--- config.mk ---
export PLATFORM = sky130hd
export DESIGN_NAME = pack_top
export DESIGN_NICKNAME = d
export VERILOG_FILES = /design/src/verilog/pack_pkg.sv /design/src/verilog/stream_fifo.sv /design/src/verilog/byte_packer.sv /design/src/verilog/pack_top.sv
export SDC_FILE = /design/constraint.sdc
export NUM_CORES = 1
export LEC_CHECK = 0
export BUFFER_PORTS_ARGS = -buffer_cell sky130_fd_sc_hd__clkbuf_2
export CAP_MARGIN = 40
export CORE_MARGIN = 4
export CORE_UTILIZATION = 58
export CTS_BUF_LIST = sky130_fd_sc_hd__clkbuf_8
export DETAILED_ROUTE_END_ITERATION = 12
export GPL_TIMING_DRIVEN = 0
export PLACE_DENSITY = 0.83
export SKIP_LAST_GASP = 1
export SYNTH_ARGS = -nofsm -noshare
export SYNTH_HDL_FRONTEND = slang
export SYNTH_SLANG_ARGS = --single-unit
--- constraint.sdc ---
create_clock -name clk -period 2.5 [get_ports clk]
set_clock_uncertainty 0.05 [all_clocks]
set_input_delay 0.5 -clock clk [delete_from_list [all_inputs] [get_ports clk]]
set_output_delay 0.5 -clock clk [all_outputs]
set_load 0.05 [all_outputs]
--- src/verilog/pack_pkg.sv ---
package pack_pkg;

  // Default FIFO sizes, given as log2 of the entry count.
  localparam int IN_DEPTH_W = 4; // 16 byte entries.
  localparam int OUT_DEPTH_W = 2; // 4 word entries.

  localparam int WORD_BYTES = 4; // Bytes packed into one output word.

  // One byte of the input stream.
  typedef struct packed {
    logic [7:0] data;
    logic       last; // Final byte of its packet.
  } byte_beat_t;

  // One packed word of the output stream.
  typedef struct packed {
    logic [8*WORD_BYTES-1:0] data;   // Little-endian, byte 0 in bits 7:0.
    logic [2:0]              nbytes; // Valid bytes, 1 to 4, from the bottom up.
    logic                    last;   // Word closes a packet.
  } word_beat_t;

endpackage

--- src/verilog/stream_fifo.sv ---
`timescale 1ns/1ps

module stream_fifo #(
  parameter int fifo_depth_w = 4,
  parameter type data_t = logic [7:0]
) (
  input  logic  clk,
  input  logic  anrst,
  input  logic  nrst,
  input  data_t a_data,
  input  logic  a_valid,
  output logic  a_ready,
  output data_t b_data,
  output logic  b_valid,
  input  logic  b_ready
);

  localparam int ptr_w = (fifo_depth_w > 0) ? fifo_depth_w : 1;
  localparam int entries = 2 ** fifo_depth_w;
  // A single-entry FIFO keeps both pointers at zero.
  localparam logic [ptr_w-1:0] ptr_step = (fifo_depth_w > 0) ? ptr_w'(1) : '0;

  localparam logic [1:0] op_read = 2'b01;
  localparam logic [1:0] op_write = 2'b10;

  data_t            mem [0:entries-1];
  logic [ptr_w-1:0] read_pos;
  logic [ptr_w-1:0] read_pos_n;
  logic [ptr_w-1:0] write_pos;
  logic [ptr_w-1:0] write_pos_n;
  logic             full;
  logic             wr_en;
  logic             rd_en;
  logic [1:0]       op;
  logic             fall_through;

  assign a_ready = ~full;
  assign b_valid = (write_pos == read_pos) ? full : 1'b1; // Equal pointers mean empty or full.

  assign wr_en = a_valid & a_ready;
  assign rd_en = b_valid & b_ready;
  assign op = {wr_en, rd_en};

  always_comb begin
    write_pos_n = write_pos;
    read_pos_n = read_pos;
    if (wr_en) begin
      write_pos_n = write_pos + ptr_step;
    end
    if (rd_en) begin
      read_pos_n = read_pos + ptr_step;
    end
  end

  // The next head is the entry being written right now.
  // This covers a write into an empty FIFO and a read plus write with one entry held.
  assign fall_through = wr_en & (read_pos_n == write_pos);

  always_ff @(posedge clk, negedge anrst) begin
    if (~anrst) begin
      read_pos <= '0;
      write_pos <= '0;
    end else begin
      if (~nrst) begin
        read_pos <= '0;
        write_pos <= '0;
      end else begin
        read_pos <= read_pos_n;
        write_pos <= write_pos_n;
      end
    end
  end

  always_ff @(posedge clk, negedge anrst) begin
    if (~anrst) begin
      full <= 1'b0;
    end else begin
      if (~nrst) begin
        full <= 1'b0;
      end else begin
        case (op)
          op_read: begin
            full <= 1'b0; // Any read alone frees an entry.
          end
          op_write: begin
            if (write_pos_n == read_pos) begin
              full <= 1'b1; // Write pointer caught up with the read pointer.
            end
          end
          default: begin
            full <= full; // Idle, or read and write together.
          end
        endcase
      end
    end
  end

  // Storage and the registered head entry.
  always_ff @(posedge clk) begin
    if (wr_en) begin
      mem[write_pos] <= a_data;
    end
    if (fall_through) begin
      b_data <= a_data;
    end else begin
      b_data <= mem[read_pos_n];
    end
  end

endmodule

--- src/verilog/byte_packer.sv ---
`timescale 1ns/1ps

module byte_packer (
  input  logic                 clk,
  input  logic                 anrst,
  input  logic                 nrst,
  input  pack_pkg::byte_beat_t byte_data,
  input  logic                 byte_valid,
  output logic                 byte_ready,
  output pack_pkg::word_beat_t word_data,
  output logic                 word_valid,
  input  logic                 word_ready
);

  import pack_pkg::*;

  localparam int idx_w = $clog2(WORD_BYTES);
  localparam logic [idx_w-1:0] idx_top = idx_w'(WORD_BYTES - 1);

  logic [WORD_BYTES-2:0][7:0] part;  // Bytes collected so far.
  logic [idx_w-1:0]           idx;   // Lane of the next byte.
  logic [WORD_BYTES-1:0][7:0] lanes;
  word_beat_t                 next_word;
  logic                       take;
  logic                       word_done;

  // Stall only while a finished word waits and nobody takes it.
  assign byte_ready = ~word_valid | word_ready;
  assign take = byte_valid & byte_ready;
  assign word_done = take & (byte_data.last | (idx == idx_top));

  // Word as it would be with the current byte in place, zeros above it.
  always_comb begin
    lanes = '0;
    for (int i = 0; i < WORD_BYTES - 1; i++) begin
      if (i < int'(idx)) begin
        lanes[i] = part[i];
      end
    end
    lanes[idx] = byte_data.data;
    next_word.data = lanes;
    next_word.nbytes = 3'(idx) + 3'd1;
    next_word.last = byte_data.last;
  end

  always_ff @(posedge clk, negedge anrst) begin
    if (~anrst) begin
      idx <= '0;
      word_valid <= 1'b0;
    end else begin
      if (~nrst) begin
        idx <= '0;
        word_valid <= 1'b0;
      end else begin
        if (word_done) begin
          idx <= '0;
          word_valid <= 1'b1; // Replaces a word that leaves on this edge.
        end else begin
          if (take) begin
            idx <= idx + 1'b1;
          end
          if (word_ready) begin
            word_valid <= 1'b0;
          end
        end
      end
    end
  end

  always_ff @(posedge clk) begin
    if (take & ~word_done) begin
      part[idx] <= byte_data.data;
    end
    if (word_done) begin
      word_data <= next_word;
    end
  end

endmodule

--- src/verilog/pack_top.sv ---
`timescale 1ns/1ps

module pack_top #(
  parameter int in_depth_w = pack_pkg::IN_DEPTH_W,
  parameter int out_depth_w = pack_pkg::OUT_DEPTH_W
) (
  input  logic        clk,
  input  logic        anrst,
  input  logic        nrst,
  input  logic [7:0]  in_data,
  input  logic        in_last,
  input  logic        in_valid,
  output logic        in_ready,
  output logic [31:0] out_data,
  output logic [2:0]  out_nbytes,
  output logic        out_last,
  output logic        out_valid,
  input  logic        out_ready
);

  import pack_pkg::*;

  byte_beat_t in_beat;
  byte_beat_t b_data;
  logic       b_valid;
  logic       b_ready;
  word_beat_t word_data;
  logic       word_valid;
  logic       word_ready;
  word_beat_t out_beat;

  assign in_beat = '{data: in_data, last: in_last};

  stream_fifo #(
    .fifo_depth_w(in_depth_w),
    .data_t(byte_beat_t)
  ) u_in_fifo (
    .clk(clk),
    .anrst(anrst),
    .nrst(nrst),
    .a_data(in_beat),
    .a_valid(in_valid),
    .a_ready(in_ready),
    .b_data(b_data),
    .b_valid(b_valid),
    .b_ready(b_ready)
  );

  byte_packer u_packer (
    .clk(clk),
    .anrst(anrst),
    .nrst(nrst),
    .byte_data(b_data),
    .byte_valid(b_valid),
    .byte_ready(b_ready),
    .word_data(word_data),
    .word_valid(word_valid),
    .word_ready(word_ready)
  );

  stream_fifo #(
    .fifo_depth_w(out_depth_w),
    .data_t(word_beat_t)
  ) u_out_fifo (
    .clk(clk),
    .anrst(anrst),
    .nrst(nrst),
    .a_data(word_data),
    .a_valid(word_valid),
    .a_ready(word_ready),
    .b_data(out_beat),
    .b_valid(out_valid),
    .b_ready(out_ready)
  );

  assign out_data = out_beat.data;
  assign out_nbytes = out_beat.nbytes;
  assign out_last = out_beat.last;

endmodule

Yosys cells after proc, flatten, opt, wreduce, memory -nomap -nowiden --
Memories as Yosys holds them, arrays and structs flattened. A register that Yosys moved wholly into a read port is not among the register bits. Index checks and enable logic that the tools add are counted.
Operators by class: add/subtract/negate cells 6, magnitude comparators 5, eq/ne operators 15, mux-type cells 33, bitwise logic cells 12, reductions and logical operators 3
Operators with widths (count):
- $bwmux 32 | 1
- $mux 8 | 4
- $bwmux 24 | 1
- $demux 8 s2 | 1
- $mux 4 | 4
- $mux 2 | 7
- $mux 1 | 13
- $ne 3x1->1 const B | 3
- $add 4x1->4 const B | 2
- $eq 4x4->1 | 2
- $add 2x1->2 const B | 3
- $and 1x1->1 | 6
- $eq 2x2->1 const B | 3
- $ne 3x2->1 const B | 2
- $eq 2x1->1 const B | 2
- $eq 2x2->1 | 2
- $lt 1x2->1 const A | 2
- $not 1->1 | 4
- $pmux 1 s2 | 2
- $reduce_and 2->1 | 2
- $add 2x1->3 const B | 1
- $lt 2x3->1 const B | 1
- $ne 3x3->1 const B | 1
- $ge 2x1->1 const B | 1
- 3 further kinds | 4
Word-level totals: flip-flop bits (word level) 77, memory bits (writable) 288, output and inout port bits 38, logic and storage cells 90, memories 2
Memory list:
- u_in_fifo.mem | depth 16, bits a word 9, rd ports 1, clocked after memory_dff 1, write ports 1, RTL line stream_fifo.sv:26 | data_t mem [0:entries-1];
- u_out_fifo.mem | depth 4, bits a word 36, rd ports 1, clocked after memory_dff 1, write ports 1, RTL line stream_fifo.sv:26

Longest topological paths before layout --
depth after elaboration 7, mapped depth 7, depth with buffers taken out 6

Hierarchy --
Synthesis repeated with hierarchy kept, for this count alone.
Unflattened totals: cell total of the unflattened synthesis 680, area, all modules 14288.7 um^2
Modules (own cells, without submodules):
- stream_fifo at u_in_fifo | times used 1, cells an instance 322, area an instance 6236.0 um^2, seq. area each 4629.4 um^2
- stream_fifo at u_out_fifo | times used 1, cells an instance 232, area an instance 5661.7 um^2, seq. area each 4489.3 um^2
- byte_packer | times used 1, cells an instance 126, area an instance 2391.0 um^2, seq. area each 1876.8 um^2

Worst setup path after synthesis --
No wires, ideal clock.
path type register to register, start point reg with a tool-made name, end point reg, netlist name u_packer.word_data[0], setup time 0.391 ns, data arrival time 2.244 ns, path slack -0.184 ns, cell stages (with the launch flop) 6, path buffers 1, period minus slack after synthesis 2.684 ns, path through dfxtp_1 clkbuf_1 mux4_2 a22oi_2 nand2b_1 inv_1

==> results.txt <==
In this run, synthesis inferred 348 flip-flops with an integrated enable. The standard cell core area is 24390 um2. The placed instance count came out at 1088.

The net switching share of the total power is 0.3291. The share of cells above drive strength 1 is 0.3090. Setup repair after global routing could not meet its margin everywhere. The worst setup path is of the flop to primary output kind. The combinational share of power came out at 0.344. The vertical die dimension is 165.7 um. The largest fanout of any net on the critical path came out at 5.

The cell-internal power is 13530 uW. The placer congestion estimate is 0.8068. The share of total power dissipated in sequential elements is 0.438. The clock share of power is 0.218. Yosys mapped the design onto 44 distinct sky130hd cell types. STA classifies the critical path endpoint as a primary output. The count of standard-cell rows came out at 57.

Clock-pin slew was measured on the worst setup and hold paths at 0.06 ns. The number of search-and-repair iterations in the first detailed-routing pass is 5. After synthesis, the cell types taking the most area are sky130_fd_sc_hd__edfxtp_1 72%, sky130_fd_sc_hd__mux4_2 11%, sky130_fd_sc_hd__dfrtp_1 3.0%, sky130_fd_sc_hd__mux2i_1 1.3%, sky130_fd_sc_hd__ha_1 1.2%. The tree is rooted in a sky130_fd_sc_hd__clkbuf_8. The aggregate negative setup slack came out at -0.2896 ns. The share of the clock period used by the worst path after layout came out at 1.022. The reg-to-reg setup timing slack came out at 0.05 ns. The maximum number of pins on one net before global-route repair came out at 28. The worst path arrival time came out at 2.01 ns. The tree built by TritonCTS fans out to 371 sinks. For this design the ratio of total power to cell area is 1200 nW/um2.

The area overhead of the layout relative to synthesis is 16.59%. The detailed-route wire length per cell came out at 23.46 um. Static timing analysis puts the maximum clock frequency at 391.4 MHz.

The filler cells instantiated in the layout total 1460. The worst setup margin is -0.05524 ns. The number of maximum-capacitance violations is 0. The DRC violation total after the first TritonRoute iteration came out at 645.

The run finished, with violations left. The largest buffer count on any clock path came out at 3. In the synthesized netlist the dominant register cell turns out to be sky130_fd_sc_hd__edfxtp_1. The synthesized netlist net count came out at 732. The final critical delay including setup and external delays came out at 2.555 ns.

The biggest area contributor in the post-synthesis netlist is sky130_fd_sc_hd__edfxtp_1. The final antenna diode count came out at 0. The clock tree from TritonCTS is yes. The total standard cell area after synthesis is 14420 um2. After synthesis the netlist holds a flip-flop and latch count of 371. The total number of nets in the final design came out at 859. Summed over all nets, the switching power comes to 6639 uW. The gate count of the mapped netlist is 704. The wire length reported by the detailed router is 28.18 mm.

The largest vdd supply drop came out at 0.7467 mV. In this run the static leakage power is 0.005921 uW. The post-layout instance count excluding filler cells came out at 1201. The die outline area is 27440 um2.

The endpoint required time on the critical path is 1.95 ns. The global route total overflow is 0. The number of vias per cell is 5.842. The wire-length estimate of the detail-placed layout is 17.84 mm. The number of hold-slack violations in the final timing report is 0.

In the layout the commonest cells are 348 x sky130_fd_sc_hd__edfxtp_1, 70 x sky130_fd_sc_hd__mux4_2, 64 x sky130_fd_sc_hd__clkbuf_8. The initial antenna violation count is 0. The later-pin clock latency in the skew report is 0.59 ns.

The library cell used most frequently in the layout, excluding fill and tap cells, is sky130_fd_sc_hd__edfxtp_1. The width of the die came out at 165.7 um. The checks that failed: setup timing. The via count of the routed design came out at 7016.

The total global routing track utilization came out at 0.2076. CTS built an H-tree with a depth of 2. The total of endpoints with negative setup slack in the final report came out at 11. The measured slew at the worst slew-check pin came out at 0.9201 ns. The number of top-level pins is 52. Buffers inserted during clock tree synthesis total 55.

The average footprint of a synthesized cell is 20.48 um2. The worst setup path is launched from a flop. The number of warning messages in the yosys log came out at 0. The share of synthesized area in the top cell type comes to 0.7248.

The antenna violation net count after detailed routing came out at 0. The multi-input logic area came out at 3217 um2. The number of slew-limit violations in the final report came out at 0. Of the synthesized area, sequential elements account for 0.7626. The first global-routing pass estimated 43.88 mm of wire. In the routed design, unresolved DRC markers number 0. The number of global-route vias before repair came to 7614.

The starting utilization of the core area came out at 0.5911. The share of async-settable or async-resettable flops after synthesis is 0.04582. The register area is 11000 um2.

The power consumption came out at 20170 uW. The number of buffer cells added on primary ports came out at 50. The worst min-delay path class is primary input to flop. The worst slew margin relative to its limit is 0.3844.
per-stage QoR:
step                worst slack [ns]  instance area, um2  hold slack, ns    util
detailed placement           -0.4555               15200          0.4160  0.6233
CTS                          -0.1313               16800          0.1683  0.6889
finish                      -0.05524               16810          0.1979  0.6892
global route                 -0.1180               16810          0.1764  0.6892
global placement             -0.3592               15080          0.4016  0.6181
floorplan                     0.1119               14420          0.1544       -
cell families (layout without fill, tap and decap cells):
logic type               count (synthesis)  in the layout  synth area share
flip-flops                             371            371            0.7626
multiplexers                            99             99            0.1324
AND/OR/NAND/NOR                        115            115           0.03879
adder cells (fa/ha/maj)                 14             14           0.01215
buffers and inverters                   43            216           0.01588
XOR/XNOR                                17             17           0.01137
AO/OA/AOI/OAI                           45             45           0.02673
power groups by stage:
stage | clock [uW] | combinational (uW) | sequential (uW)
floorplan | 0 | 4330 | 8700
detailed placement | 0 | 5700 | 8930
global placement | 0 | 5470 | 8810
CTS | 4470 | 6830 | 8820
finish | 4400 | 6940 | 8830
global route | 4810 | 7290 | 8920
critical path, cell delays in order, from the launching register on:
cell	delay, ns
sky130_fd_sc_hd__dfxtp_4	0.37
sky130_fd_sc_hd__buf_12	0.14
sky130_fd_sc_hd__buf_12	0.11
sky130_fd_sc_hd__buf_16	0.11
sky130_fd_sc_hd__mux4_2	0.53
sky130_fd_sc_hd__buf_8	0.17
repair_timing:
item | in CTS | in global routing
endpoints found under the hold margin | 17 | 0
resized for setup | 101 | 45
setup endpoints to repair | 104 | 104
cloned | 4 | 0
hold buffers | 1 | 0
setup buffers | 11 | 1
pin swaps | 0 | 0
flip-flops by register name, summed over array words and instances (netlist names), named ones only:
signal,flops
u_in_fifo.full,1
u_in_fifo.mem,144
u_in_fifo.read_pos,4
u_in_fifo.write_pos,4
u_out_fifo.full,1
u_out_fifo.mem,144
u_out_fifo.read_pos,2
u_out_fifo.write_pos,2
u_packer.idx,2
u_packer.part,24
u_packer.word_data,36
u_packer.word_valid,1
routing by layer:
layer / GRT usage / wire, um
met2: 0.3725 / 15440
met4: 0.06958 / 738
met3: 0.04123 / 1692
met5: 0 / 0
met1: 0.2546 / 10300
synth_stat cells, types with 8 or more instances:
library cell,number
sky130_fd_sc_hd__nor2b_1,13
sky130_fd_sc_hd__ha_1,14
sky130_fd_sc_hd__mux2i_1,19
sky130_fd_sc_hd__clkbuf_1,13
sky130_fd_sc_hd__mux4_2,70
sky130_fd_sc_hd__buf_2,10
sky130_fd_sc_hd__a21oi_2,8
sky130_fd_sc_hd__inv_1,9
sky130_fd_sc_hd__a21o_1,16
sky130_fd_sc_hd__dfrtp_1,17
sky130_fd_sc_hd__nand2_1,27
sky130_fd_sc_hd__edfxtp_1,348
sky130_fd_sc_hd__mux2_4,8
sky130_fd_sc_hd__nor2_1,36
sky130_fd_sc_hd__and2_1,24
sky130_fd_sc_hd__xnor2_1,13
final timing paths:
path / startpoint / to / depth (start not counted)
worst max-delay path: flop / out_data[1] / 5
worst min-delay path: out_ready / u_out_fifo.full / 3
worst max register to register: flop / u_packer.word_data[2] / 8
worst min register to register: u_packer.word_data[23] / u_out_fifo.mem[2][23] / 0
max in group asynchronous: anrst / u_out_fifo.read_pos[0] / 2
min in group asynchronous: anrst / u_in_fifo.write_pos[2] / 2
final cells by class:
| type | count | share of cell area |
|---|---|---|
| Sequential cell | 371 | 0.6546 |
| Multi-Input combinational cell | 290 | 0.1914 |
| Timing Repair Buffer | 74 | 0.05434 |
| Clock buffer | 57 | 0.04667 |
| Tap cell | 324 | 0.02412 |
| Buffer | 29 | 0.01325 |
| Clock inverter | 46 | 0.01295 |
| Inverter | 9 | 0.002233 |
| Timing Repair inverter | 1 | 0.0004466 |
(Power assumes the default switching activity.)
